[config.mk]
export PLATFORM = sky130hd
export DESIGN_NAME = proc_mngr_link
export DESIGN_NICKNAME = d
export VERILOG_FILES = /design/src/proc_pkg.sv /design/src/proc_mngr_link.sv
export SDC_FILE = /design/constraint.sdc
export NUM_CORES = 1
export LEC_CHECK = 0
export BUFFER_PORTS_ARGS = -buffer_cell sky130_fd_sc_hd__clkbuf_2
export CORE_AREA = 4 4 77 79
export DETAILED_ROUTE_END_ITERATION = 10
export DIE_AREA = 0 0 81 83
export PLACE_DENSITY = 0.83
export SYNTH_ARGS = -nofsm -noshare
export SYNTH_HDL_FRONTEND = slang
export SYNTH_SLANG_ARGS = --single-unit
export TNS_END_PERCENT = 30
[constraint.sdc]
create_clock -name clk -period 3.4 [get_ports clk]
set_input_delay 0.17 -clock clk [delete_from_list [all_inputs] [get_ports clk]]
set_output_delay 0.17 -clock clk [all_outputs]
set_load 0.02 [all_outputs]
[src/proc_pkg.sv]
/*
  Types shared by the core and its testbench
  Opcode values follow the standard RV32 major opcode map
*/
package proc_pkg;

  typedef logic [31:0] word_t;

  // Major opcodes of the kept instructions
  typedef enum logic [6:0] {
    opc_op     = 7'b0110011,
    opc_op_imm = 7'b0010011,
    opc_load   = 7'b0000011,
    opc_store  = 7'b0100011,
    opc_branch = 7'b1100011,
    opc_jal    = 7'b1101111,
    opc_system = 7'b1110011
  } opcode_e;

  typedef enum logic [2:0] {
    alu_add,
    alu_sub,
    alu_and,
    alu_or,
    alu_slt,
    alu_pass_b
  } alu_fn_e;

  // Next fetch address
  typedef enum logic [1:0] {
    pc_plus4,
    pc_branch,
    pc_jal
  } pc_sel_e;

  // Second operand source in decode
  typedef enum logic [1:0] {
    op2_rf,
    op2_imm,
    op2_mngr
  } op2_sel_e;

  typedef enum logic [1:0] {
    imm_i,
    imm_s,
    imm_b,
    imm_j
  } imm_sel_e;

  localparam word_t c_reset_vector = 32'h0000_0200;

endpackage
[src/proc_mngr_link.sv]
/*
  Four-phase req/ack endpoints for the manager words
  One input word is held at a time; one output word is in flight at a time
*/
`timescale 1ns/1ns

module proc_mngr_link (
  input  logic            clk,
  input  logic            reset,
  input  logic            in_req,
  input  proc_pkg::word_t in_data,
  output logic            in_ack,
  input  logic            mngr_take,
  output logic            mngr_full,
  output proc_pkg::word_t mngr_data,
  input  logic            mngr_send,
  input  proc_pkg::word_t send_data,
  output logic            mngr_busy,
  output logic            out_req,
  output proc_pkg::word_t out_data,
  input  logic            out_ack
);

  typedef enum logic {
    in_idle,
    in_acked
  } in_state_e;

  typedef enum logic [1:0] {
    out_idle,
    out_wait_ack,
    out_wait_drop
  } out_state_e;

  in_state_e  in_state;
  out_state_e out_state;
  logic       in_capture;
  logic       out_capture;

  assign in_capture  = (in_state == in_idle) && in_req && !mngr_full;
  assign out_capture = (out_state == out_idle) && mngr_send;

  always_ff @(posedge clk) begin
    if (reset) begin
      in_state  <= in_idle;
      mngr_full <= 1'b0;
      out_state <= out_idle;
    end else begin
      if (mngr_take) begin
        mngr_full <= 1'b0;
      end
      // Input side holds ack until the source drops req
      case (in_state)
        in_idle: begin
          if (in_capture) begin
            in_state  <= in_acked;
            mngr_full <= 1'b1;
          end
        end
        default: begin
          if (!in_req) begin
            in_state <= in_idle;
          end
        end
      endcase
      // Output side stays busy until ack has fallen again
      case (out_state)
        out_idle: begin
          if (out_capture) begin
            out_state <= out_wait_ack;
          end
        end
        out_wait_ack: begin
          if (out_ack) begin
            out_state <= out_wait_drop;
          end
        end
        default: begin
          if (!out_ack) begin
            out_state <= out_idle;
          end
        end
      endcase
    end
  end

  always_ff @(posedge clk) begin
    if (in_capture) begin
      mngr_data <= in_data;
    end
    if (out_capture) begin
      out_data <= send_data;
    end
  end

  assign in_ack    = (in_state == in_acked);
  assign out_req   = (out_state == out_wait_ack);
  assign mngr_busy = (out_state != out_idle);

endmodule

# Word level (Yosys, flattened, before mapping)
# Index checks and enable logic that the tools add are counted.
[op_classes] reduce_logical=7 n_mux=10 n_bitwise=1 n_eq_ne=4
[ops] cell="$mux W1" count=6
[ops] cell="$mux W2" count=3
[ops] cell="$pmux W2 S2" count=1
[ops] cell="$logic_and A1 B1 Y1" count=3
[ops] cell="$ne A3 B2 Y1 const B" count=1
[ops] cell="$reduce_and A3 Y1" count=1
[ops] cell="$eq A2 B1 Y1 const B" count=1
[ops] cell="$logic_not A2 Y1" count=1
[ops] cell="$ne A2 B1 Y1 const B" count=1
[ops] cell="$ne A2 B2 Y1 const B" count=1
[ops] cell="$reduce_bool A2 Y1" count=1
[ops] cell="$logic_not A1 Y1" count=1
[ops] cell="$not A1 Y1" count=1
[totals] word_cells=27 output_inout_bits=68 inputBits=70 regBits=68

# Depth between registers and ports, before layout
[logic_depth] word_depth=5 mapped_depth=2 mapped_depth_nobuf=2

# Worst setup path after synthesis
# Ideal clock, no wire load.
[synth_timing] kind="register to register" from="reg out_state[1]" to="reg out_data[0], enable pin" path_slack_ps=1014 synth_period_minus_slack_ps=2386 n_path_buf=0 t_required_ps=2979 path_stages_with_launch=3 setup_time_ps=421 arrival_ps=1965 cell_sequence="dfxtp_1 or2_4 nor2_1"
[synth_between] elab_chain_cells=2
[synth_lines] element="from (decl)" line="proc_mngr_link.sv:36" source="out_state_e out_state;"
[synth_lines] element="from (signal assigned)" line="proc_mngr_link.sv:47" source="out_state <= out_idle;"
[synth_lines] element="from (signal assigned)" line="proc_mngr_link.sv:70" source="out_state <= out_wait_ack;"
[synth_lines] element="from (signal assigned)" line="proc_mngr_link.sv:75" source="out_state <= out_wait_drop;"
[synth_lines] element="$logic_not A2 Y1" line="proc_mngr_link.sv:41" source="assign out_capture = (out_state == out_idle) && mngr_send;"
[synth_lines] element="$logic_and A1 B1 Y1" line="proc_mngr_link.sv:41"
[synth_lines] element="net out_capture" line="proc_mngr_link.sv:38" source="logic out_capture;"
[synth_lines] element="to (signal assigned)" line="proc_mngr_link.sv:92" source="out_data <= send_data;"
[synth_lines] element="to (decl)" line="proc_mngr_link.sv:20" source="output proc_pkg::word_t out_data,"
# The timed path passes the listed nets, and every way through them passes these cells.
# A chain may end at the register's enable or synchronous reset.

# Final worst setup path
[layout_timing] from="reg out_state[1]" to="reg out_data[1], enable pin"
# The elaborated chain is that of the path after synthesis.

==> metrics.md <==
| Metric | Value |
|---|---|
| Run status | completed |
| Xor/xnor share of the synthesized area | 0% |
| CTS tree | built |
| Chip width | 81 microns |
| Top_reg_cell synth | edfxtp_1 |
| CTS hold repair buffers | 0 |
| Critical-path cell list | or2_4 > nor2_2 > buf_4 |
| Simple-gate share of the synthesized area | 3.98% |
| Sequential power share | 57.8% |
| Clock skew | 0.00880 ns |
| Slowest stage delay, CP | 0.34 ns |
| Share of cells above drive strength 1 | 63.3% |
| Synth area leaders | edfxtp_1, dfxtp_1, nor2b_1, nor3b_2, and4b_1 |
| Die Y | 83 microns |
| Mux contribution to synthesized area | 0% |
| NetSw | 415 uW |
| Hold depth | 1 |
| Initial core utilization | 39.5% |
| Compound-Gate Fraction of Synth Area | 0.890% |
| Sink Count | 68 |
| Maximum vdd ir drop | 345 uV |
| Drt total wl | 4480 microns |
| First-pass GRT wire length | 6330 microns |
| Worst-path clk slew | 0.07 ns |
| Reported max-cap violation count | 0 |
| GP Congestion | 0.669 |
| Synth Net Count | 153 |
| Root Buffer | clkbuf_8 |
| Hold WC Path Type | primary input to register |
| DP Cell Count | 294 |
| Clk pwr share | 30.3% |
| Total GRT Usage | 13.0% |
| Crit path DAT | 1.36 ns |
| Mean Syn Cell Area | 25.4 sq um |
| Sequential cell area fraction in the yosys report | 95.0% |
| Synth warnings | 0 |
| Worst slew pin tran | 0.388 ns |
| Yosys top cell area share | 91.2% |
| Area growth, synth to finish | 48.8% |
| Synth Instances | 83 |
| Internal Pwr Total | 1320 uW |
| Endpoint class of the critical path | register |
| Synth Register Bits | 68 |
| Pwr Total | 1730 uW |
| Final Core Density | 58.8% |
| Synth Cell Area | 2110 sq um |
| P_leak | 0.00138 uW |
| Non-filler cells in the finished layout | 317 |
| Total grt overflow | 0 |
| Final Cycle Share | 40.4% |
| Vias/cell | 4.28 |
| Vias | 1356 |
| Slew Limit Headroom | 74.2% |
| Maximum clock frequency | 0.729 GHz |
| Main combinational cell family by area after synthesis | simple AND/OR/NAND/NOR gates |
| Antenna violations before repair | 0 |
| WS Path Type | register to register |
| Nets | 310 |
| Post_cts resized | 0 |
| Final Cell Area | 3140 sq um |
| Routed Antenna Nets | 0 |
| Largest area contributor in the netlist | edfxtp_1 |
| Avg WL per Cell | 14.1 microns |
| Slowest CP cell | buf_4 |
| DP Area | 2910 sq um |
| Post-synth EDFFs | 64 |
| Pre-antenna DRT Iters | 4 |
| Fin. Hold Viols | 0 |
| # DRC | 0 |
| Pwr dens | 552 nW/um^2 |
| Synth cell types | 14 |
| Worst path required time | 3.38 ns |
| Adder-Cell Fraction of Synth Area | 0% |
| Die area | 6720 sq um |
| CTS Buf Count | 9 |
| Crit path launch type | register |
| Sw Share | 24.0% |
| Post-CTS setup buffer count | 0 |
| FF-to-FF path depth | 3 |
| # IOs | 138 |
| CTS H-tree depth | 3 |
| # setup viols final | 0 |
| Std-Cell Rows | 27 |
| Ys async rst share | 0% |
| Max FO, Critical Path | 32 |
| Largest net degree at the start of global routing | 34 |
| Clk Latency, worst-skew pair | 0.33 ns |
| Commonest cells post-synth | edfxtp_1, dfxtp_1, nor2b_1 |
| Setup TNS Final | 0 ns |
| Core ar. | 5340 sq um |
| RSZ-0062 raised after global routing | false |
| Slew Viols, Final | 0 |
| Count leader, synth | edfxtp_1 |
| CTS Buffer Depth | 2 |
| Number of port buffers | 137 |
| Vias in the first global route | 1401 |
| Final min period | 1.37 ns |
| Initial drt markers | 48 |
| Logic gate share of total power | 11.9% |
| Antenna cells | 0 |
==> cells by family (layout without fill, tap and decap cells) <==
logic type | count (synthesis) | count (layout)
AOI/OAI and AO/OA | 2 | 2
buffers and inverters | 1 | 163
DFF | 68 | 68
and+or+nand+nor | 12 | 12
==> sequential cells by signal (all words and copies together) (netlist names) <==
| signal | count |
|---|---|
| in_ack | 1 |
| mngr_data | 32 |
| mngr_full | 1 |
| out_data | 32 |
| out_state | 2 |
==> power groups by stage <==
stage / logic (uW) / clock network (uW) / registers (uW)
floorplan: 31.8 / 0 / 1090
global placement: 198 / 0 / 1020
detailed placement: 201 / 0 / 1020
CTS: 202 / 538 / 1000
global route: 221 / 595 / 1000
finish: 205 / 525 / 1000
==> final timing paths <==
check          startpoint       endpoint  slack [ns]
min reg2reg  out_state[0]   out_state[0]        0.56
max reg2reg  out_state[1]    out_data[1]        2.03
max          out_state[1]    out_data[1]        2.03
min           in_data[12]  mngr_data[12]        0.01
==> critical path, delay by kind of cell (launching register included) <==
| kind | cells | cell delay (ns) |
|---|---|---|
| buffers and inverters | 1 | 0.34 |
| DFF | 1 | 0.33 |
| and+or+nand+nor | 2 | 0.34 |
==> through the flow <==
| step | setup WS [ns] | hold WS [ns] |
|---|---|---|
| finish | 2.03 | 0.0107 |
| global route | 1.93 | -0.00430 |
| CTS | 2.01 | 0.000862 |
| detailed placement | 2.03 | 0.349 |
| global placement | 2.05 | 0.347 |
| floorplan | 1.01 | 0.246 |
==> metal layers <==
| metal | GRT usage (%) | wire [microns] | vias up |
|---|---|---|---|
| met5 | 0 | 0 | - |
| met1 | 13.1 | 1540 | 601 |
| met2 | 19.5 | 2030 | 108 |
| li1 | - | - | 638 |
| met4 | 6.91 | 89 | 0 |
| met3 | 9.44 | 817 | 9 |
==> layout make-up <==
type	instances	area (sq um)
fill	427	2200
clock buffer	10	128
clock inverter	6	31.3
timing repair buffer	146	771
multi-input combinational	14	111
sequential	68	2000
inverter	1	3.75
tap	72	90.1
==> cell usage in the layout, fill, tap and decap left out <==
cell / n
dlygate4sd3_1: 7
clkinvlp_4: 2
nor3b_1: 1
clkbuf_8: 9
clkbuf_1: 1
or2_0: 1
nor2_1: 1
clkinv_2: 1
inv_1: 1
and4b_1: 1
clkbuf_2: 137
nor2b_1: 3
nor3b_4: 1
and3b_1: 1
dfxtp_1: 4
a31o_1: 1
o21ba_2: 1
or2_4: 1
nand2_1: 1
edfxtp_1: 64
buf_4: 2
nor2_2: 1
clkinv_1: 3
No activity file was read; power rests on OpenSTA's default activity.
