--- config.mk ---
export PLATFORM = sky130hd
export DESIGN_NAME = proc_dpath
export DESIGN_NICKNAME = d
export VERILOG_FILES = /design/src/proc_pkg.sv /design/src/proc_dpath.sv /design/src/proc_alu.sv
export SDC_FILE = /design/constraint.sdc
export NUM_CORES = 2
export LEC_CHECK = 0
export BUFFER_PORTS_ARGS = -buffer_cell sky130_fd_sc_hd__clkbuf_2
export CAP_MARGIN = 20
export CELL_PAD_IN_SITES_DETAIL_PLACEMENT = 0
export CELL_PAD_IN_SITES_GLOBAL_PLACEMENT = 2
export CORE_ASPECT_RATIO = 0.5
export CORE_MARGIN = 5
export CORE_UTILIZATION = 40
export DETAILED_ROUTE_END_ITERATION = 7
export PLACE_DENSITY_LB_ADDON = 0.25
export SETUP_SLACK_MARGIN = 0.02
export SLEW_MARGIN = 20
export SYNTH_ARGS = -nofsm -noshare
export SYNTH_HDL_FRONTEND = slang
export SYNTH_SLANG_ARGS = --single-unit
--- constraint.sdc ---
create_clock -name clk -period 4.15 [get_ports clk]
set_clock_uncertainty 0.05 [all_clocks]
set_input_delay 0.415 -clock clk [delete_from_list [all_inputs] [get_ports clk]]
set_output_delay 0.415 -clock clk [all_outputs]
set_load 0.005 [all_outputs]
--- src/proc_pkg.sv ---
/*
  Types shared by the core and its testbench
  Opcode values follow the standard RV32 major opcode map
*/
package proc_pkg;

  typedef logic [31:0] word_t;

  // Major opcodes of the kept instructions
  typedef enum logic [6:0] {
    opc_op     = 7'b0110011,
    opc_op_imm = 7'b0010011,
    opc_load   = 7'b0000011,
    opc_store  = 7'b0100011,
    opc_branch = 7'b1100011,
    opc_jal    = 7'b1101111,
    opc_system = 7'b1110011
  } opcode_e;

  typedef enum logic [2:0] {
    alu_add,
    alu_sub,
    alu_and,
    alu_or,
    alu_slt,
    alu_pass_b
  } alu_fn_e;

  // Next fetch address
  typedef enum logic [1:0] {
    pc_plus4,
    pc_branch,
    pc_jal
  } pc_sel_e;

  // Second operand source in decode
  typedef enum logic [1:0] {
    op2_rf,
    op2_imm,
    op2_mngr
  } op2_sel_e;

  typedef enum logic [1:0] {
    imm_i,
    imm_s,
    imm_b,
    imm_j
  } imm_sel_e;

  localparam word_t c_reset_vector = 32'h0000_0200;

endpackage
--- src/proc_dpath.sv ---
/*
  Five-stage datapath with no bypass paths; ctrl must stall on every RAW hazard
  Fetch and data memory reads are combinational
*/
`timescale 1ns/1ns

module proc_dpath (
  input  logic               clk,
  input  logic               reset,
  input  logic               reg_en_f,
  input  logic               reg_en_d,
  input  logic               reg_en_x,
  input  logic               reg_en_m,
  input  logic               reg_en_w,
  input  proc_pkg::pc_sel_e  pc_sel,
  input  proc_pkg::op2_sel_e op2_sel,
  input  proc_pkg::imm_sel_e imm_sel,
  input  proc_pkg::alu_fn_e  alu_fn,
  input  logic               wb_mem_sel,
  input  logic               rf_wen_w,
  input  logic [4:0]         rf_waddr_w,
  input  proc_pkg::word_t    mngr_data,
  output proc_pkg::word_t    fetch_addr,
  input  proc_pkg::word_t    fetch_data,
  output proc_pkg::word_t    dmem_addr,
  output proc_pkg::word_t    dmem_wdata,
  input  proc_pkg::word_t    dmem_rdata,
  output proc_pkg::word_t    inst_d,
  output logic               br_taken_x,
  output proc_pkg::word_t    wb_data
);
  import proc_pkg::*;

  word_t      pc_f;
  word_t      pc_next;
  word_t      pc_d;
  word_t      jal_target_d;
  word_t      imm_d;
  word_t      op2_d;
  word_t      rf_rdata1_d;
  word_t      rf_rdata2_d;
  logic [4:0] rs1_d;
  logic [4:0] rs2_d;
  word_t      rf [0:31];
  word_t      op1_x;
  word_t      op2_x;
  word_t      sd_x;
  word_t      br_target_x;
  word_t      alu_result_x;
  word_t      ex_result_m;
  word_t      sd_m;
  word_t      wb_m;
  word_t      wb_w;

  // ----------------------------------------
  // Fetch
  // ----------------------------------------

  always_comb begin
    case (pc_sel)
      pc_branch: pc_next = br_target_x;
      pc_jal:    pc_next = jal_target_d;
      default:   pc_next = pc_f + 32'd4;
    endcase
  end

  // One below the vector so the first fetch lands on it
  always_ff @(posedge clk) begin
    if (reset) begin
      pc_f <= c_reset_vector - 32'd4;
    end else if (reg_en_f) begin
      pc_f <= pc_next;
    end
  end

  assign fetch_addr = pc_next;

  // ----------------------------------------
  // Decode
  // ----------------------------------------

  always_ff @(posedge clk) begin
    if (reg_en_d) begin
      pc_d   <= pc_next;
      inst_d <= fetch_data;
    end
  end

  assign rs1_d = inst_d[19:15];
  assign rs2_d = inst_d[24:20];

  // x0 reads as zero whatever was written
  assign rf_rdata1_d = (rs1_d == 5'd0) ? '0 : rf[rs1_d];
  assign rf_rdata2_d = (rs2_d == 5'd0) ? '0 : rf[rs2_d];

  always_ff @(posedge clk) begin
    if (rf_wen_w) begin
      rf[rf_waddr_w] <= wb_w;
    end
  end

  always_comb begin
    case (imm_sel)
      imm_s:   imm_d = {{20{inst_d[31]}}, inst_d[31:25], inst_d[11:7]};
      imm_b:   imm_d = {{20{inst_d[31]}}, inst_d[7], inst_d[30:25], inst_d[11:8], 1'b0};
      imm_j:   imm_d = {{12{inst_d[31]}}, inst_d[19:12], inst_d[20], inst_d[30:21], 1'b0};
      default: imm_d = {{20{inst_d[31]}}, inst_d[31:20]};
    endcase
  end

  // Same adder gives the jal target and the bne target
  assign jal_target_d = pc_d + imm_d;

  always_comb begin
    case (op2_sel)
      op2_imm:  op2_d = imm_d;
      op2_mngr: op2_d = mngr_data;
      default:  op2_d = rf_rdata2_d;
    endcase
    // jal carries its link address down the op2 path
    if (pc_sel == pc_jal) begin
      op2_d = pc_d + 32'd4;
    end
  end

  // ----------------------------------------
  // Execute
  // ----------------------------------------

  always_ff @(posedge clk) begin
    if (reg_en_x) begin
      op1_x       <= rf_rdata1_d;
      op2_x       <= op2_d;
      sd_x        <= rf_rdata2_d;
      br_target_x <= jal_target_d;
    end
  end

  proc_alu alu (
    .in_a   (op1_x),
    .in_b   (op2_x),
    .fn     (alu_fn),
    .result (alu_result_x),
    .ops_ne (br_taken_x)
  );

  // ----------------------------------------
  // Memory and writeback
  // ----------------------------------------

  always_ff @(posedge clk) begin
    if (reg_en_m) begin
      ex_result_m <= alu_result_x;
      sd_m        <= sd_x;
    end
  end

  assign dmem_addr  = ex_result_m;
  assign dmem_wdata = sd_m;
  assign wb_m       = wb_mem_sel ? dmem_rdata : ex_result_m;

  always_ff @(posedge clk) begin
    if (reg_en_w) begin
      wb_w <= wb_m;
    end
  end

  assign wb_data = wb_w;

endmodule

--- src/proc_alu.sv ---
/*
  Combinational ALU for the execute stage
  slt is a signed compare; ops_ne feeds the bne decision
*/
`timescale 1ns/1ns

module proc_alu (
  input  proc_pkg::word_t   in_a,
  input  proc_pkg::word_t   in_b,
  input  proc_pkg::alu_fn_e fn,
  output proc_pkg::word_t   result,
  output logic              ops_ne
);
  import proc_pkg::*;

  always_comb begin
    case (fn)
      alu_add:    result = in_a + in_b;
      alu_sub:    result = in_a - in_b;
      alu_and:    result = in_a & in_b;
      alu_or:     result = in_a | in_b;
      alu_slt:    result = {31'd0, $signed(in_a) < $signed(in_b)};
      alu_pass_b: result = in_b;
      default:    result = in_a + in_b;
    endcase
  end

  // Branch compare works on the raw operands
  assign ops_ne = (in_a != in_b);

endmodule

* After elaboration in Yosys (flattened, before gate mapping)
Memory sizes are Yosys's and may differ from the RTL's. A register that Yosys moved wholly into a read port is not among the register bits.
Index checks and enable logic that the tools add are counted.
Widths: inputs -> output; s select.
** Word-level totals
- Register bits :: 288
- Bits in latches :: 0
- Bits in writable memories :: 1024
- Bits in read-only memories :: 0
- Input port bits :: 119
- Output and inout port bits :: 161
- Memories kept :: 1
** Memory list
- rf :: words 32, width 32, read ports 2, clocked after Yosys merged registers in 2, wr ports 1, line proc_dpath.sv:44 : word_t rf [0:31];
** Cells by class
- Add/subtract/negate cells :: 5
- $mul :: 0
- Div/mod/pow operators :: 0
- Magnitude comparators :: 1
- Equality and inequality tests :: 13
- Shift operators :: 0
- Muxes and demuxes :: 10
- Bitwise operators :: 2
- Reduce and logical (&&, ||, !) cells :: 2
** Operators with widths (number)
- $pmux 32 s5 :: 1
- $pmux 32 s2 :: 2
- $mux 32 :: 3
- $add 32x3->32 const B :: 2
- $add 32x32->32 :: 2
- $pmux 20 s3 :: 1
- $and 32x32->32 :: 1
- $lt 32x32->1 :: 1
- $ne 32x32->1 :: 1
- $or 32x32->32 :: 1
- $sub 32x32->32 :: 1
- $logic_not 5->1 :: 2
- $eq 2x2->1 const B :: 4
- $eq 2x1->1 const B :: 3
- $eq 3x2->1 const B :: 2
- $eq 3x3->1 const B :: 2
- $mux 5 :: 1
- $eq 3x1->1 const B :: 1
- $mux 1 :: 2

* Longest topological paths before layout
- Word-level depth :: 4
- Gate-level depth with buffers :: 14

* Cells and area by module
A second synthesis with hierarchy kept.
** Second synthesis, totals
- Cell total of the unflattened synthesis :: 4001
- Area total of the unflattened synthesis :: 67148.2 um2
** By module, submodules not included
- proc_dpath :: instances 1, cells each 3186, area each 61856.8 um2
- proc_alu :: instances 1, cells each 815, area each 5291.3 um2

* Worst setup path after synthesis
Ideal clock, no wire load.
- Path kind :: flip-flop to output port
- Start point :: reg inst_d[15]
- End point :: out fetch_addr[28]
- Arrival time :: 3.558 ns
- Data required time :: 3.685 ns
- Path slack :: 0.127 ns
- Stages on the path, launching flop included :: 15
- Buffers on the path :: 3
- Cell sequence :: edfxtp_1 > clkbuf_1 > buf_2 > buf_1 > a31o_2 > ha_1 > a21o_1 > o21bai_1 > a221oi_1 > o21a_1 > o21ai_0 > o41ai_1 > xnor2_1 > a221oi_1 > nor2_1
** Between the ends
- Longest elaborated chain between the ends :: 3
** Ends and longest elaborated chain
- from (decl) :: line proc_dpath.sv:28 : output proc_pkg::word_t inst_d,
- from (signal assigned) :: line proc_dpath.sv:85 : inst_d <= fetch_data;
- $pmux 20 s3 :: line proc_dpath.sv:103 : case (imm_sel)
- $add 32x32->32 :: line proc_dpath.sv:112 : assign jal_target_d = pc_d + imm_d;
- via jal_target_d[28] :: line proc_dpath.sv:37 : word_t jal_target_d;
- $pmux 32 s2 :: line proc_dpath.sv:60 : case (pc_sel)
- to (decl) :: line proc_dpath.sv:23 : output proc_pkg::word_t fetch_addr,
The timed path passes the listed nets, and every way through them passes these cells.

* Worst setup path after layout
- Start point :: reg inst_d[21]
- End point :: out fetch_addr[30]
** Between the ends
- Longest elaborated chain between the ends :: 3
** Ends and longest elaborated chain (line)
- $pmux 20 s3 :: proc_dpath.sv:103
- $add 32x32->32 :: proc_dpath.sv:112
- $pmux 32 s2 :: proc_dpath.sv:60
Every way passes these cells.

==> implementation parameters <==
Parameter                              Value

Outcome
  Failing checks ... antenna violations, negative setup slack
  Run status ... complete, but fails checks

Routing
  Count of routing violations after the opening detailed-route iteration ... 5180
  Via count ... about 42000
  Number of optimization iterations in the first detailed-route pass ... 5
  Via count normalized by instance count ... 6.21
  Routed wire length ... around 230000 um
  Residual antenna-violating net count after detailed routing ... 1
  Post-DR wirelength/cell ... between 30 and 40 um
  DRC errors left ... 0

Floorplan
  Core ar. ... between 150000 and 200000 um2
  Die area ... around 180000 um2
  Number of placed I/O pins ... 280
  Initial Utilization ... 40.1%
  Die X-Extent ... around 590 um
  FP Rows ... ~110
  Vertical die dimension ... about 300 um

GRT
  Total global routing track utilization ... roughly 26%
  Global-route wire length before repair ... 322000 um
  Pin count of the biggest net entering global routing ... ~130
  Number of global-route vias before repair ... about 43000
  Overflow left after global routing ... 0
  Antenna violations before repair ... 24

Setup path
  Worst reg2reg path depth ... 20
  Arrival time at the worst endpoint ... slightly below 4 ns
  Capture instance of the worst register-to-register path ... pc_f[24]
  Critical path peak fanout ... 3
  Kind of end point of the critical path ... primary output
  FF-to-FF setup slack ... around 0.22 ns
  Startpoint Class ... flop
  Required time worst endpoint ... 3.68 ns
  Reg-to-reg critical path startpoint ... inst_d[21]
  Start-to-end type of the worst setup path ... reg -> out

Clock network
  CTS root buf ... clkbuf_16
  CTS sink count ... 1349
  Clock insertion delay at the later pin of the skew report ... about 0.80 ns
  Clock transition at path regs ... 0.06 ns
  H-tree level count ... 4
  Clock buffers created by TritonCTS ... between 100 and 150
  CTS max path bufs ... 4
  CTS tree ... built

Power
  VDD IR max ... around 0.29 mV
  Clock Power Share ... between 30 and 40%
  Combinational power share ... slightly above 20%
  Switching Power ... approximately 10 mW
  Power share of the sequential group ... between 40% and 50%
  Int Pwr ... roughly 26 mW
  Fraction of power spent switching nets ... between 20 and 30%
  Static Leakage ... between 20 and 30 nW
  Total power per unit cell area ... about 460 nW/um2

Logic synthesis
  Largest cells by area after synthesis ... edfxtp_1, mux4_2, ha_1
  Net count after synthesis ... 4205
  Top_reg_cell synth ... edfxtp_1
  Share of the yosys chip area belonging to registers ... 60.1%
  Library cell occupying the most area in the post-synthesis netlist ... edfxtp_1
  Syn Inst Count ... 3950
  Netlist Area Pre-Place ... about 67000 um2
  Number of enable-type register cells in the synthesized netlist ... approximately 1300
  Number of different library cells in the post-synthesis netlist ... between 70 and 80
  Mean instance size in the synthesized netlist ... 16.9 um2
  Area fraction of the dominant cell type after synthesis ... 59.0%
  Async set-or-reset flop fraction in the synthesized netlist ... 0%
  Yosys warns ... 0
  Seq cells post-synth ... between 1000 and 1500

STA
  Tightest slew margin relative to the limit ... approximately a fifth
  Number of failing hold endpoints at the final stage ... 0
  Transition at the pin with the smallest max-transition slack ... about 1.2 ns
  Maximum frequency from static timing analysis ... 229 MHz
  Final setup violating endpoints ... 12
  Min setup slack post-route ... -0.222 ns
  Final Slew Violations ... 0
  Sum of negative setup slack ... -1.27 ns
  Unrepaired setup endpoints after global routing ... yes
  Period utilisation layout ... 105%
  Post-layout min period ... 4.37 ns

Finish
  Final non-filler cell total ... about 6800
  Filler cell count in the final layout ... ~14000
  Total non-filler cell area in the finished layout ... approximately 79000 um2
  Signed area change from the synthesized netlist to the final layout ... 18.0%
  Final-stage net count ... around 4800
  Fraction of layout cells with a size suffix above 1 ... 36.0%

Placement
  RePlAce Congestion ... between 0.8 and 0.9
  Input/output buffers ... roughly 280
  Placed cells ... 6469
  Post-DP HPWL ... around 150000 um
  Placed standard-cell area ... around 73000 um2

Hold path
  Hold Path Stages ... 2
  Hold Path End ... wb_data[3]
  Type of the tightest min-delay check ... in -> reg
  Start point of the worst hold path ... dmem_rdata[3]

Job
  Max_cap viols ... 0
==> critical path: stages (launching register included) <==
cell and delay (ns):
edfxtp_1 0.46, mux2_4 0.33, buf_6 0.13, fa_2 0.38, a211oi_4 0.28, o21ai_2 0.10
and2_4 0.15, a2bb2oi_4 0.16, buf_6 0.15, a21boi_4 0.05, or2_4 0.24, a32o_1 0.26
o31a_1 0.30, buf_2 0.16
==> cells in the final DEF (no fill, tap or decap), types with 94 or more instances in the layout <==
| cell type | count |
|---|---|
| buf_4 | 285 |
| edfxtp_1 | 1312 |
| nand2_1 | 136 |
| clkbuf_16 | 144 |
| nor2_1 | 221 |
| o21ai_0 | 94 |
| clkbuf_2 | 266 |
| a21oi_1 | 151 |
| inv_1 | 128 |
| mux4_2 | 640 |
| ha_1 | 114 |
==> timing repair <==
action	4_1_cts	5_1_grt
hold buffers	57	1
resized for setup	102	69
setup endpoints to repair	22	25
hold endpoints to repair	64	1
pin swaps	57	50
setup buffers	37	17
==> metrics by stage <==
step	total power [mW]	util (%)	hold slack (ns)	worst slack (ns)
after floorplan	20.4	-	0.350	0.127
after global placement	23.5	43.7	0.354	-0.401
after detailed placement	23.6	43.7	0.355	-0.362
after CTS	35.9	47.0	0.00408	-0.254
after global routing	37.3	47.3	0.0121	-0.320
final	35.9	47.4	0.0244	-0.222
==> cell type report <==
class | instances | area [um2] | share of cell area (%)
well taps | 2214 | 2770 | 3.51
clock buffers | 180 | 3740 | 4.74
inverters | 130 | 488 | 0.619
multi-input cells | 2214 | 26300 | 33.4
diodes | 12 | 30.0 | 0.0381
clock inverters | 62 | 424 | 0.538
flip-flops and latches | 1349 | 40200 | 50.9
repair buffers | 667 | 4930 | 6.25
==> how the worst max path moves through the flow <==
stage / from / end / slack (ns) / cells after the start
2_1_floorplan: inst_d[15] / fetch_addr[28] / 0.13 / 14
3_3_place_gp: imm_sel[1] / fetch_addr[28] / -0.40 / 16
3_5_place_dp: imm_sel[1] / fetch_addr[28] / -0.36 / 16
4_1_cts: inst_d[21] / fetch_addr[28] / -0.25 / 14
5_1_grt: inst_d[21] / fetch_addr[18] / -0.32 / 14
6_report: inst_d[21] / fetch_addr[30] / -0.22 / 13
==> power by group through the flow <==
stage / Sequential, mW / Combinational (mW) / Clock, mW
5_1_grt: 16.5 / 7.93 / 12.8
3_5_place_dp: 16.8 / 6.82 / 0
3_3_place_gp: 16.7 / 6.81 / 0
2_1_floorplan: 16.5 / 3.90 / 0
6_report: 16.4 / 7.43 / 12.0
4_1_cts: 16.5 / 7.20 / 12.2
==> state kept, by name, indices dropped and copies added, names as in the netlist, named ones only <==
signal,flops
rf,1024
pc_d,32
op1_x,32
sd_x,32
pc_f,32
wb_data,32
br_target_x,32
inst_d,32
op2_x,32
dmem_wdata,32
dmem_addr,32
==> synth_stat cells (34+ instances only) <==
library cell and instances:
xnor2_1 43, buf_2 34, mux2i_1 73, clkbuf_1 178
mux4_2 640, a21oi_1 169, nor2_1 264, xor2_1 43
nand3_1 51, buf_1 43, edfxtp_1 1312, o21ai_0 104
ha_1 133, dfxtp_1 37, inv_1 129, a211oi_1 36
nand2_1 139, mux2_2 41
==> routing by layer <==
layer  GRT usage, %  vias to the layer above  part of all wire [%]  wire length (um)
li1               -                    17500                     -                 -
met1           36.2                    22500                    41             95100
met2           38.8                     2067                    45            104000
met3           8.64                      320                    11             25900
met4           6.44                       14                   2.6              6020
met5              0                        -                 0.036                83
==> cell families after synthesis <==
logic type,synth area share (%)
AO/OA/AOI/OAI,6.31
XOR/XNOR,1.13
adder cells (fa/ha/maj),2.58
AND/OR/NAND/NOR,4.25
buffers and inverters,2.25
multiplexers,23.4
flip-flops,60.1
Note: power is estimated with default switching activity, not from simulation.
