`src/proc_pkg.sv`:
```
/*
  Types shared by the core and its testbench
  Opcode values follow the standard RV32 major opcode map
*/
package proc_pkg;

  typedef logic [31:0] word_t;

  // Major opcodes of the kept instructions
  typedef enum logic [6:0] {
    opc_op     = 7'b0110011,
    opc_op_imm = 7'b0010011,
    opc_load   = 7'b0000011,
    opc_store  = 7'b0100011,
    opc_branch = 7'b1100011,
    opc_jal    = 7'b1101111,
    opc_system = 7'b1110011
  } opcode_e;

  typedef enum logic [2:0] {
    alu_add,
    alu_sub,
    alu_and,
    alu_or,
    alu_slt,
    alu_pass_b
  } alu_fn_e;

  // Next fetch address
  typedef enum logic [1:0] {
    pc_plus4,
    pc_branch,
    pc_jal
  } pc_sel_e;

  // Second operand source in decode
  typedef enum logic [1:0] {
    op2_rf,
    op2_imm,
    op2_mngr
  } op2_sel_e;

  typedef enum logic [1:0] {
    imm_i,
    imm_s,
    imm_b,
    imm_j
  } imm_sel_e;

  localparam word_t c_reset_vector = 32'h0000_0200;

endpackage
```
`src/proc_ctrl.sv`:
```
/*
  Pipeline control with stall-only hazard handling
  Manager CSRs are 0xfc0 for csrr and 0x7c0 for csrw; other CSRs decode as nops
*/
`timescale 1ns/1ns

module proc_ctrl (
  input  logic               clk,
  input  logic               reset,
  input  proc_pkg::word_t    inst_d,
  input  logic               br_taken_x,
  input  logic               mngr_full,
  input  logic               mngr_busy,
  output logic               reg_en_f,
  output logic               reg_en_d,
  output logic               reg_en_x,
  output logic               reg_en_m,
  output logic               reg_en_w,
  output proc_pkg::pc_sel_e  pc_sel,
  output proc_pkg::op2_sel_e op2_sel,
  output proc_pkg::imm_sel_e imm_sel,
  output proc_pkg::alu_fn_e  alu_fn,
  output logic               wb_mem_sel,
  output logic               rf_wen_w,
  output logic [4:0]         rf_waddr_w,
  output logic               dmem_wen_m,
  output logic               mngr_take,
  output logic               mngr_send
);
  import proc_pkg::*;

  localparam logic [11:0] c_csr_mngr_in  = 12'hfc0;
  localparam logic [11:0] c_csr_mngr_out = 12'h7c0;

  logic [4:0]  rs1_d;
  logic [4:0]  rs2_d;
  logic [4:0]  rd_d;
  logic [2:0]  funct3_d;
  logic [6:0]  funct7_d;
  logic [11:0] csr_d;
  logic        use_rs1_d;
  logic        use_rs2_d;
  logic        writes_d;
  logic        load_d;
  logic        store_d;
  logic        bne_d;
  logic        jal_d;
  logic        csrr_d;
  logic        csrw_d;
  alu_fn_e     alu_fn_d;
  alu_fn_e     alu_fn_x;
  logic        val_d;
  logic        val_x;
  logic        val_m;
  logic        val_w;
  logic        wen_x;
  logic        wen_m;
  logic        wen_w;
  logic [4:0]  rd_x;
  logic [4:0]  rd_m;
  logic [4:0]  rd_w;
  logic        load_x;
  logic        load_m;
  logic        store_x;
  logic        store_m;
  logic        bne_x;
  logic        csrw_x;
  logic        csrw_m;
  logic        csrw_w;
  logic        raw_hazard;
  logic        stall_d;
  logic        squash_x;
  logic        freeze;
  logic        go_x;

  assign rs1_d    = inst_d[19:15];
  assign rs2_d    = inst_d[24:20];
  assign rd_d     = inst_d[11:7];
  assign funct3_d = inst_d[14:12];
  assign funct7_d = inst_d[31:25];
  assign csr_d    = inst_d[31:20];

  // ----------------------------------------
  // Decode
  // ----------------------------------------

  always_comb begin
    use_rs1_d = 1'b0;
    use_rs2_d = 1'b0;
    writes_d  = 1'b0;
    load_d    = 1'b0;
    store_d   = 1'b0;
    bne_d     = 1'b0;
    jal_d     = 1'b0;
    csrr_d    = 1'b0;
    csrw_d    = 1'b0;
    alu_fn_d  = alu_add;
    op2_sel   = op2_rf;
    imm_sel   = imm_i;
    case (opcode_e'(inst_d[6:0]))
      opc_op: begin
        use_rs1_d = 1'b1;
        use_rs2_d = 1'b1;
        writes_d  = 1'b1;
        case ({funct7_d, funct3_d})
          10'b0000000_000: alu_fn_d = alu_add;
          10'b0100000_000: alu_fn_d = alu_sub;
          10'b0000000_010: alu_fn_d = alu_slt;
          10'b0000000_110: alu_fn_d = alu_or;
          10'b0000000_111: alu_fn_d = alu_and;
          default:         writes_d = 1'b0;
        endcase
      end
      opc_op_imm: begin
        use_rs1_d = 1'b1;
        writes_d  = (funct3_d == 3'b000);
        op2_sel   = op2_imm;
      end
      opc_load: begin
        use_rs1_d = 1'b1;
        writes_d  = (funct3_d == 3'b010);
        load_d    = (funct3_d == 3'b010);
        op2_sel   = op2_imm;
      end
      opc_store: begin
        use_rs1_d = 1'b1;
        use_rs2_d = 1'b1;
        store_d   = (funct3_d == 3'b010);
        op2_sel   = op2_imm;
        imm_sel   = imm_s;
      end
      opc_branch: begin
        use_rs1_d = 1'b1;
        use_rs2_d = 1'b1;
        bne_d     = (funct3_d == 3'b001);
        imm_sel   = imm_b;
        alu_fn_d  = alu_sub;
      end
      opc_jal: begin
        writes_d = 1'b1;
        jal_d    = 1'b1;
        imm_sel  = imm_j;
        alu_fn_d = alu_pass_b;
      end
      opc_system: begin
        if (funct3_d == 3'b010 && csr_d == c_csr_mngr_in) begin
          csrr_d   = 1'b1;
          writes_d = 1'b1;
          op2_sel  = op2_mngr;
          alu_fn_d = alu_pass_b;
        end else if (funct3_d == 3'b001 && csr_d == c_csr_mngr_out) begin
          // rs2 field is csr[4:0] which is zero so op2 reads x0
          csrw_d    = 1'b1;
          use_rs1_d = 1'b1;
        end
      end
      default: begin
      end
    endcase
  end

  // ----------------------------------------
  // Hazards and stage enables
  // ----------------------------------------

  // Writes to x0 never set a stage wen bit so x0 never stalls
  assign raw_hazard =
      (use_rs1_d && ((val_x && wen_x && rd_x == rs1_d) ||
                     (val_m && wen_m && rd_m == rs1_d) ||
                     (val_w && wen_w && rd_w == rs1_d))) ||
      (use_rs2_d && ((val_x && wen_x && rd_x == rs2_d) ||
                     (val_m && wen_m && rd_m == rs2_d) ||
                     (val_w && wen_w && rd_w == rs2_d)));

  assign freeze   = val_w && csrw_w && mngr_busy;
  assign squash_x = val_x && bne_x && br_taken_x;
  assign stall_d  = val_d && (raw_hazard || (csrr_d && !mngr_full));
  assign go_x     = val_d && !stall_d && !squash_x;

  // Taken branch overrides a decode stall so the target still loads
  assign reg_en_f = !freeze && (!stall_d || squash_x);
  assign reg_en_d = reg_en_f;
  assign reg_en_x = !freeze;
  assign reg_en_m = !freeze;
  assign reg_en_w = !freeze;

  always_comb begin
    if (squash_x) begin
      pc_sel = pc_branch;
    end else if (val_d && jal_d) begin
      pc_sel = pc_jal;
    end else begin
      pc_sel = pc_plus4;
    end
  end

  assign alu_fn     = alu_fn_x;
  assign wb_mem_sel = load_m;
  assign dmem_wen_m = val_m && store_m;
  assign rf_wen_w   = val_w && wen_w;
  assign rf_waddr_w = rd_w;
  assign mngr_take  = go_x && csrr_d && !freeze;
  assign mngr_send  = val_w && csrw_w && !mngr_busy;

  // ----------------------------------------
  // Stage registers
  // ----------------------------------------

  always_ff @(posedge clk) begin
    if (reset) begin
      val_d <= 1'b0;
      val_x <= 1'b0;
      val_m <= 1'b0;
      val_w <= 1'b0;
    end else begin
      if (reg_en_d) begin
        val_d <= 1'b1;
      end
      if (reg_en_x) begin
        val_x <= go_x;
        val_m <= val_x;
        val_w <= val_m;
      end
    end
  end

  // Per-instruction controls ride alongside the valid bits
  always_ff @(posedge clk) begin
    if (reg_en_x) begin
      wen_x    <= writes_d && (rd_d != 5'd0);
      rd_x     <= rd_d;
      alu_fn_x <= alu_fn_d;
      load_x   <= load_d;
      store_x  <= store_d;
      bne_x    <= bne_d;
      csrw_x   <= csrw_d;
      wen_m    <= wen_x;
      rd_m     <= rd_x;
      load_m   <= load_x;
      store_m  <= store_x;
      csrw_m   <= csrw_x;
      wen_w    <= wen_m;
      rd_w     <= rd_m;
      csrw_w   <= csrw_m;
    end
  end

endmodule

```
`config.mk`:
```
export PLATFORM = sky130hd
export DESIGN_NAME = proc_ctrl
export DESIGN_NICKNAME = d
export VERILOG_FILES = /design/src/proc_pkg.sv /design/src/proc_ctrl.sv
export SDC_FILE = /design/constraint.sdc
export NUM_CORES = 1
export LEC_CHECK = 0
export ABC_CLOCK_PERIOD_IN_PS = 2400
export BUFFER_PORTS_ARGS = -buffer_cell sky130_fd_sc_hd__buf_2
export CAP_MARGIN = 20
export CORE_MARGIN = 4
export CORE_UTILIZATION = 45
export CTS_CLUSTER_DIAMETER = 200
export DETAILED_ROUTE_END_ITERATION = 16
export GPL_TIMING_DRIVEN = 0
export PLACE_DENSITY = 0.73
export SYNTH_ARGS = -nofsm -noshare
export SYNTH_HDL_FRONTEND = slang
export SYNTH_SLANG_ARGS = --single-unit
```
`constraint.sdc`:
```
create_clock -name clk -period 2.4 [get_ports clk]
set_input_delay 0.48 -clock clk [delete_from_list [all_inputs] [get_ports clk]]
set_output_delay 0.48 -clock clk [all_outputs]
set_load 0.01 [all_outputs]
```
## Word-level counts from Yosys, hierarchy flattened

Cells that the tools add are included.

| storage, ports and cells | value |
|---|---|
| bits in registers | 33 |
| bits of input ports | 37 |
| output and inout port bits | 24 |
| logic and storage cells | 104 |

| operators by class | value |
|---|---|
| equal/unequal tests | 21 |
| multiplexer cells | 17 |
| reductions and logical operators | 47 |

Operator list:

| kind | number |
|---|---|
| == test 5 bit | 6 |
| logical AND 1 bit | 28 |
| one-hot mux 3 bit (4 select lines) | 2 |
| == test 7 bit, second input constant | 3 |
| == test 10 x 3 -> 1 bit, second input constant | 2 |
| == test 7 x 6 -> 1 bit, second input constant | 2 |
| == test 12 x 11 -> 1 bit, second input constant | 1 |
| == test 12 bit, second input constant | 1 |
| == test 10 x 2 -> 1 bit, second input constant | 1 |
| == test 10 x 9 -> 1 bit, second input constant | 1 |
| logical NOT 10 bit | 1 |
| OR reduction 5 bit | 2 |
| == test 7 x 2 -> 1 bit, second input constant | 1 |
| == test 7 x 5 -> 1 bit, second input constant | 1 |
| logical OR 1 bit | 7 |
| two-way mux 1 bit | 7 |
| two-way mux 2 bit | 3 |
| one-hot mux 2 bit (3 select lines) | 1 |
| OR reduction 3 bit | 2 |
| logical NOT 1 bit | 5 |
| one-hot mux 1 bit (5 select lines) | 1 |
| nonzero test 5 bit | 1 |
| one-hot mux 2 bit (2 select lines) | 1 |
| == test 3 x 1 -> 1 bit, second input constant | 1 |
| 4 further kinds | 4 |

## Depth between registers and ports, before layout

| logic depth | value |
|---|---|
| depth in word-level cells | 14 |
| gate-level depth with buffers | 7 |
| mapped depth without buffers | 5 |

## Worst setup path before layout

Ideal clock, no wire load.

| path | value |
|---|---|
| path type | input port to output port |
| start | input inst_d[20] |
| end | output reg_en_f |
| data arrival time | 2.097 ns |
| data required time | 1.920 ns |
| slack | -0.177 ns |
| cell stages on the path | 6 |
| buffers on the path | 1 |
| cell sequence | or4_4 -> nor4_4 -> a21oi_2 -> a311oi_2 -> o31ai_1 -> buf_4 |

| on the way | value |
|---|---|
| cells in the longest elaborated chain, start to end | 12 |
| elaborated cells between the ends (all ways) | 26 |
| classes of those cells | 5 x eq/ne; 5 x mux; 16 x reduce/logical |

RTL lines:

| what | line | RTL |
|---|---|---|
| from (decl) | proc_ctrl.sv:10 | `input proc_pkg::word_t inst_d,` |
| == test 12 x 11 -> 1 bit | proc_ctrl.sv:151 | `end else if (funct3_d == 3'b001 && csr_d == c_csr_mngr_out) begin` |
| logical AND 1 bit | proc_ctrl.sv:151 |  |
| two-way mux 1 bit | proc_ctrl.sv:151 |  |
| two-way mux 1 bit | proc_ctrl.sv:146 | `if (funct3_d == 3'b010 && csr_d == c_csr_mngr_in) begin` |
| one-hot mux 1 bit (2 select lines) | proc_ctrl.sv:100 | `case (opcode_e'(inst_d[6:0]))` |
| logical AND 1 bit | proc_ctrl.sv:168 | `(use_rs1_d && ((val_x && wen_x && rd_x == rs1_d) \|\|` |
| logical OR 1 bit | proc_ctrl.sv:170 | `(val_w && wen_w && rd_w == rs1_d))) \|\|` |
| logical OR 1 bit (*) | proc_ctrl.sv:177 | `assign stall_d = val_d && (raw_hazard \|\| (csrr_d && !mngr_full));` |
| logical AND 1 bit (*) | proc_ctrl.sv:177 |  |
| logical NOT 1 bit (*) | proc_ctrl.sv:181 | `assign reg_en_f = !freeze && (!stall_d \|\| squash_x);` |
| logical OR 1 bit (*) | proc_ctrl.sv:181 |  |
| logical AND 1 bit (*) | proc_ctrl.sv:181 |  |
| to (decl) | proc_ctrl.sv:14 | `output logic reg_en_f,` |

Mark *: on every way between the ends. The rest lies on a longest branch, timed or not.

## Worst setup path in the final report

| path | value |
|---|---|
| start | input inst_d[20] |
| end | output mngr_take |

| on the way | value |
|---|---|
| cells in the longest elaborated chain, start to end | 14 |
| elaborated cells between the ends (all ways) | 28 |
| classes of those cells | 5 x eq/ne; 5 x mux; 18 x reduce/logical |

RTL lines:

| what | line | RTL |
|---|---|---|
| == test 12 x 11 -> 1 bit | proc_ctrl.sv:151 |  |
| logical AND 1 bit | proc_ctrl.sv:151 |  |
| two-way mux 1 bit | proc_ctrl.sv:151 |  |
| two-way mux 1 bit | proc_ctrl.sv:146 |  |
| one-hot mux 1 bit (2 select lines) | proc_ctrl.sv:100 |  |
| logical AND 1 bit | proc_ctrl.sv:168 |  |
| logical OR 1 bit | proc_ctrl.sv:170 |  |
| logical OR 1 bit | proc_ctrl.sv:177 |  |
| logical AND 1 bit | proc_ctrl.sv:177 |  |
| logical NOT 1 bit | proc_ctrl.sv:178 | `assign go_x = val_d && !stall_d && !squash_x;` |
| logical AND 1 bit (2 in series) | proc_ctrl.sv:178 |  |
| logical AND 1 bit (*) (2 in series) | proc_ctrl.sv:202 | `assign mngr_take = go_x && csrr_d && !freeze;` |
| to (decl) | proc_ctrl.sv:27 | `output logic mngr_take,` |

Marked as above.

==> impl_metrics.toml <==
[floorplanning]
chipWidth_um = 71.9
die-area_sq_um = 5170
rows = 22
io_pins = 61
core_region_area_sq_um = 3800
die_span_in_y_um = 71.9
starting_density_of_the_core = 0.484

[synthesis]
post_synth_inst_count = 163
mean_instance_size_in_the_synthesized_netlist_sq_um = 11.3
synthesis.yosys.warnings = 0
post-synth-top-area-fraction = 0.473
ys_async_sr_fraction = 0
post_synth_main_area_contributors = "edfxtp_1 (47%), xnor2_1 (10%), dfxtp_1 (4.4%), xor2_1 (4.3%), nand2_1 (3.5%)"
synth.ff_latch_count = 33
postSynth.topFlopCell = "edfxtp_1"
edff_count_synth = 29
synth_seq_area_share = 0.517
synthDistinctLibCells = 42
mappedNetlistNets = 200
post_synthesis_cell_area_sq_um = 1840
yosys.area.top_type = "edfxtp_1"

[worst_setup_path]
timing.setup.critical_path_class = "input port to output port"
critical_path.max_stage_delay_ns = 0.55
crit_required_ns = 1.92
crit-reg2reg-launch = "rd_m[3]$_DFFE_PN_"
path_max_fanout = 3
r2r_setup_slack_ns = 0.33
kind_of_end_point_of_the_critical_path = "output port"
crit-reg2reg-capture = "val_x$_SDFFE_PP0N_"
worst-r2r-cell-count = 8
cp.arrival_ns = 2.18
crit_slowest_cell = "or4_4"
cells_along_the_critical_path = "buf_8 > or4_4 > nor4_4 > a21oi_2 > a311oi_2 > buf_4 > nor4_2 > buf_2"
worstSetupStartpointType = "input port"

[grt]
antenna_found_initial = 0
largest_net_degree_at_the_start_of_global_routing = 25
overflow = 0
grt_pass1_vias = 1483
grt_util_all_layers = 0.177
wire_length_of_the_first_global_routing_pass_um = 7110

[routing]
num_vias = 1551
route.antenna.remaining_nets = 0
topRoutingLayerUsed = "met4"
wl_final_um = 4490
met1_routed_wirelength_after_detailed_routing_um = 1920
wl_per_cell_um = 15.4
via_per_inst = 5.31
first_iter_violations = 110
route.detailed.drc = 0
firstDrtPassIters = 4
met2WireLength_um = 2160
routed-wl-met3_um = 320

[power]
static-leakage-power_uw = 0.00106
power_density_nw_per_um2 = 533
vdd.ir_drop.worst_mv = 0.361
fin_total_pwr_uw = 1340

[cts]
cts_inserted_buffers = 5
cts-root-buf = "clkbuf_8"
htreeDepth = 2
clk_transition_reported_paths_ns = 0.07
tritoncts = "done"
worstSkewPairLatency_ns = 0.29
ctsLongestPathBuffers = 2
ctsHoldBuffers = 0
clock_sinks = 33

[worst_hold_path]
whs_endpoint = "rd_x[1]$_DFFE_PN_"
min_delay_path_depth = 1
holdCritStartpoint = "inst_d[8]"
min_path_type = "input port to flip-flop"

[timing]
timing.final.max_slew_violations = 0
minimum_clock_period_after_layout_ns = 2.66
final.period_utilization = 1.11
min_setup_slack_post_route_ns = -0.264
clock.fmax_mhz = 375
setup-violations-final = 4
max-slew-margin-rel = 0.651
finClkSkew_ns = 0.00760
final_hold_violation_count = 0
rsz0062_at_grt = "yes"
worst_pin_slew_ns = 0.522
fin_tns_setup_ns = -0.683

[final_layout]
nFillCells = 298
final_cell_mix = "buf_2 (54), edfxtp_1 (29), xnor2_1 (22)"
final_layout_net_count = 280
final_layout_size_suffix_gt1_frac = 0.410
final_design_area_no_fill_sq_um = 2510
syn_to_final_growth_pct = 36.5
layout.cells.most_common = "buf_2"
antenna-diode-count = 0

[place]
gpl.final_weighted_congestion = 0.844
detailed_place.area_sq_um = 2220
io_buffers = 58
post-place-ws_ns = -0.335
place.detailed.hpwl_um = 3300

[run]
maxCapViolCount = 0

[status]
violations = "negative setup slack"
outcome = "finished, violations left"
[where the power goes]
part	internal (uW)	switching (uW)	total, uW	leakage (uW)
Clock	311	219	530	0.0000543
Combinational	78.7	77.0	156	0.000645
Sequential	637	17.6	654	0.000365
[synth_stat cells, drive strengths merged (4+ instances only)]
cell and instances:
a21oi 4, buf 4, dfxtp 4, edfxtp 29, nand2 17, nand3 7
nand4 6, nor2 14, nor4 4, xnor2 22, xor2 9
[timing repair]
| action | CTS | global route |
|---|---|---|
| cloned | 0 | 0 |
| gates resized for setup | 14 | 3 |
| pin swaps | 4 | 6 |
| setup endpoints to repair | 3 | 4 |
| buffers inserted | 10 | 5 |
| endpoints found under the hold margin | 0 | 0 |
[kinds of logic (layout without fill, tap and decap cells)]
family                 Yosys count  after routing  share of synthesized area
buffers and inverters            9             90                     0.0265
flip-flops                      33             33                      0.517
AND/OR/NAND/NOR                 73             73                      0.231
AO/OA/AOI/OAI                   17             17                     0.0782
XOR/XNOR                        31             31                      0.148
[through the flow]
| step | instances | hold slack (ns) | utilization |
|---|---|---|---|
| after floorplan | 163 | 0.400 | - |
| after global placement | 269 | 0.402 | 0.578 |
| after detailed placement | 270 | 0.405 | 0.585 |
| after CTS | 288 | 0.374 | 0.650 |
| after global routing | 292 | 0.367 | 0.661 |
| final | 292 | 0.381 | 0.661 |
[final cells by class]
cell class / count / area [sq um] / area share
Clock buffer: 5 / 68.8 / 0.0274
Clock inverter: 3 / 46.3 / 0.0184
Tap cell: 48 / 60.1 / 0.0239
Inverter: 3 / 13.8 / 0.00548
Timing Repair Buffer: 73 / 452 / 0.180
Sequential cell: 33 / 951 / 0.379
Buffer: 6 / 37.5 / 0.0149
Multi-Input combinational cell: 121 / 882 / 0.351
[worst max-delay path: cells and delay by family]
| family | cells | cell delay [ns] |
|---|---|---|
| AO/OA/AOI/OAI | 2 | 0.45 |
| AND/OR/NAND/NOR | 3 | 0.82 |
| buffers and inverters | 3 | 0.44 |
[how the worst max path moves through the flow]
stage	startpoint	to	slack [ns]
6_report	inst_d[20]	mngr_take	-0.26
5_1_grt	inst_d[20]	mngr_take	-0.34
4_1_cts	inst_d[20]	reg_en_f	-0.20
3_5_place_dp	inst_d[20]	reg_en_f	-0.33
3_3_place_gp	inst_d[20]	reg_en_f	-0.36
2_1_floorplan	inst_d[20]	reg_en_f	0.02
[state kept, by name, indices dropped and copies added, names as in the netlist, 3 cells and up]
register / count
rd_m: 5
rd_x: 5
rf_waddr_w: 5
alu_fn: 3
[routing by layer]
layer  global-route usage  up-vias
met3               0.0360        8
met5                    0        -
met4               0.0710        0
met1                0.239      717
li1                     -      770
met2                0.280       56
Power figures use the tool's default switching activity.
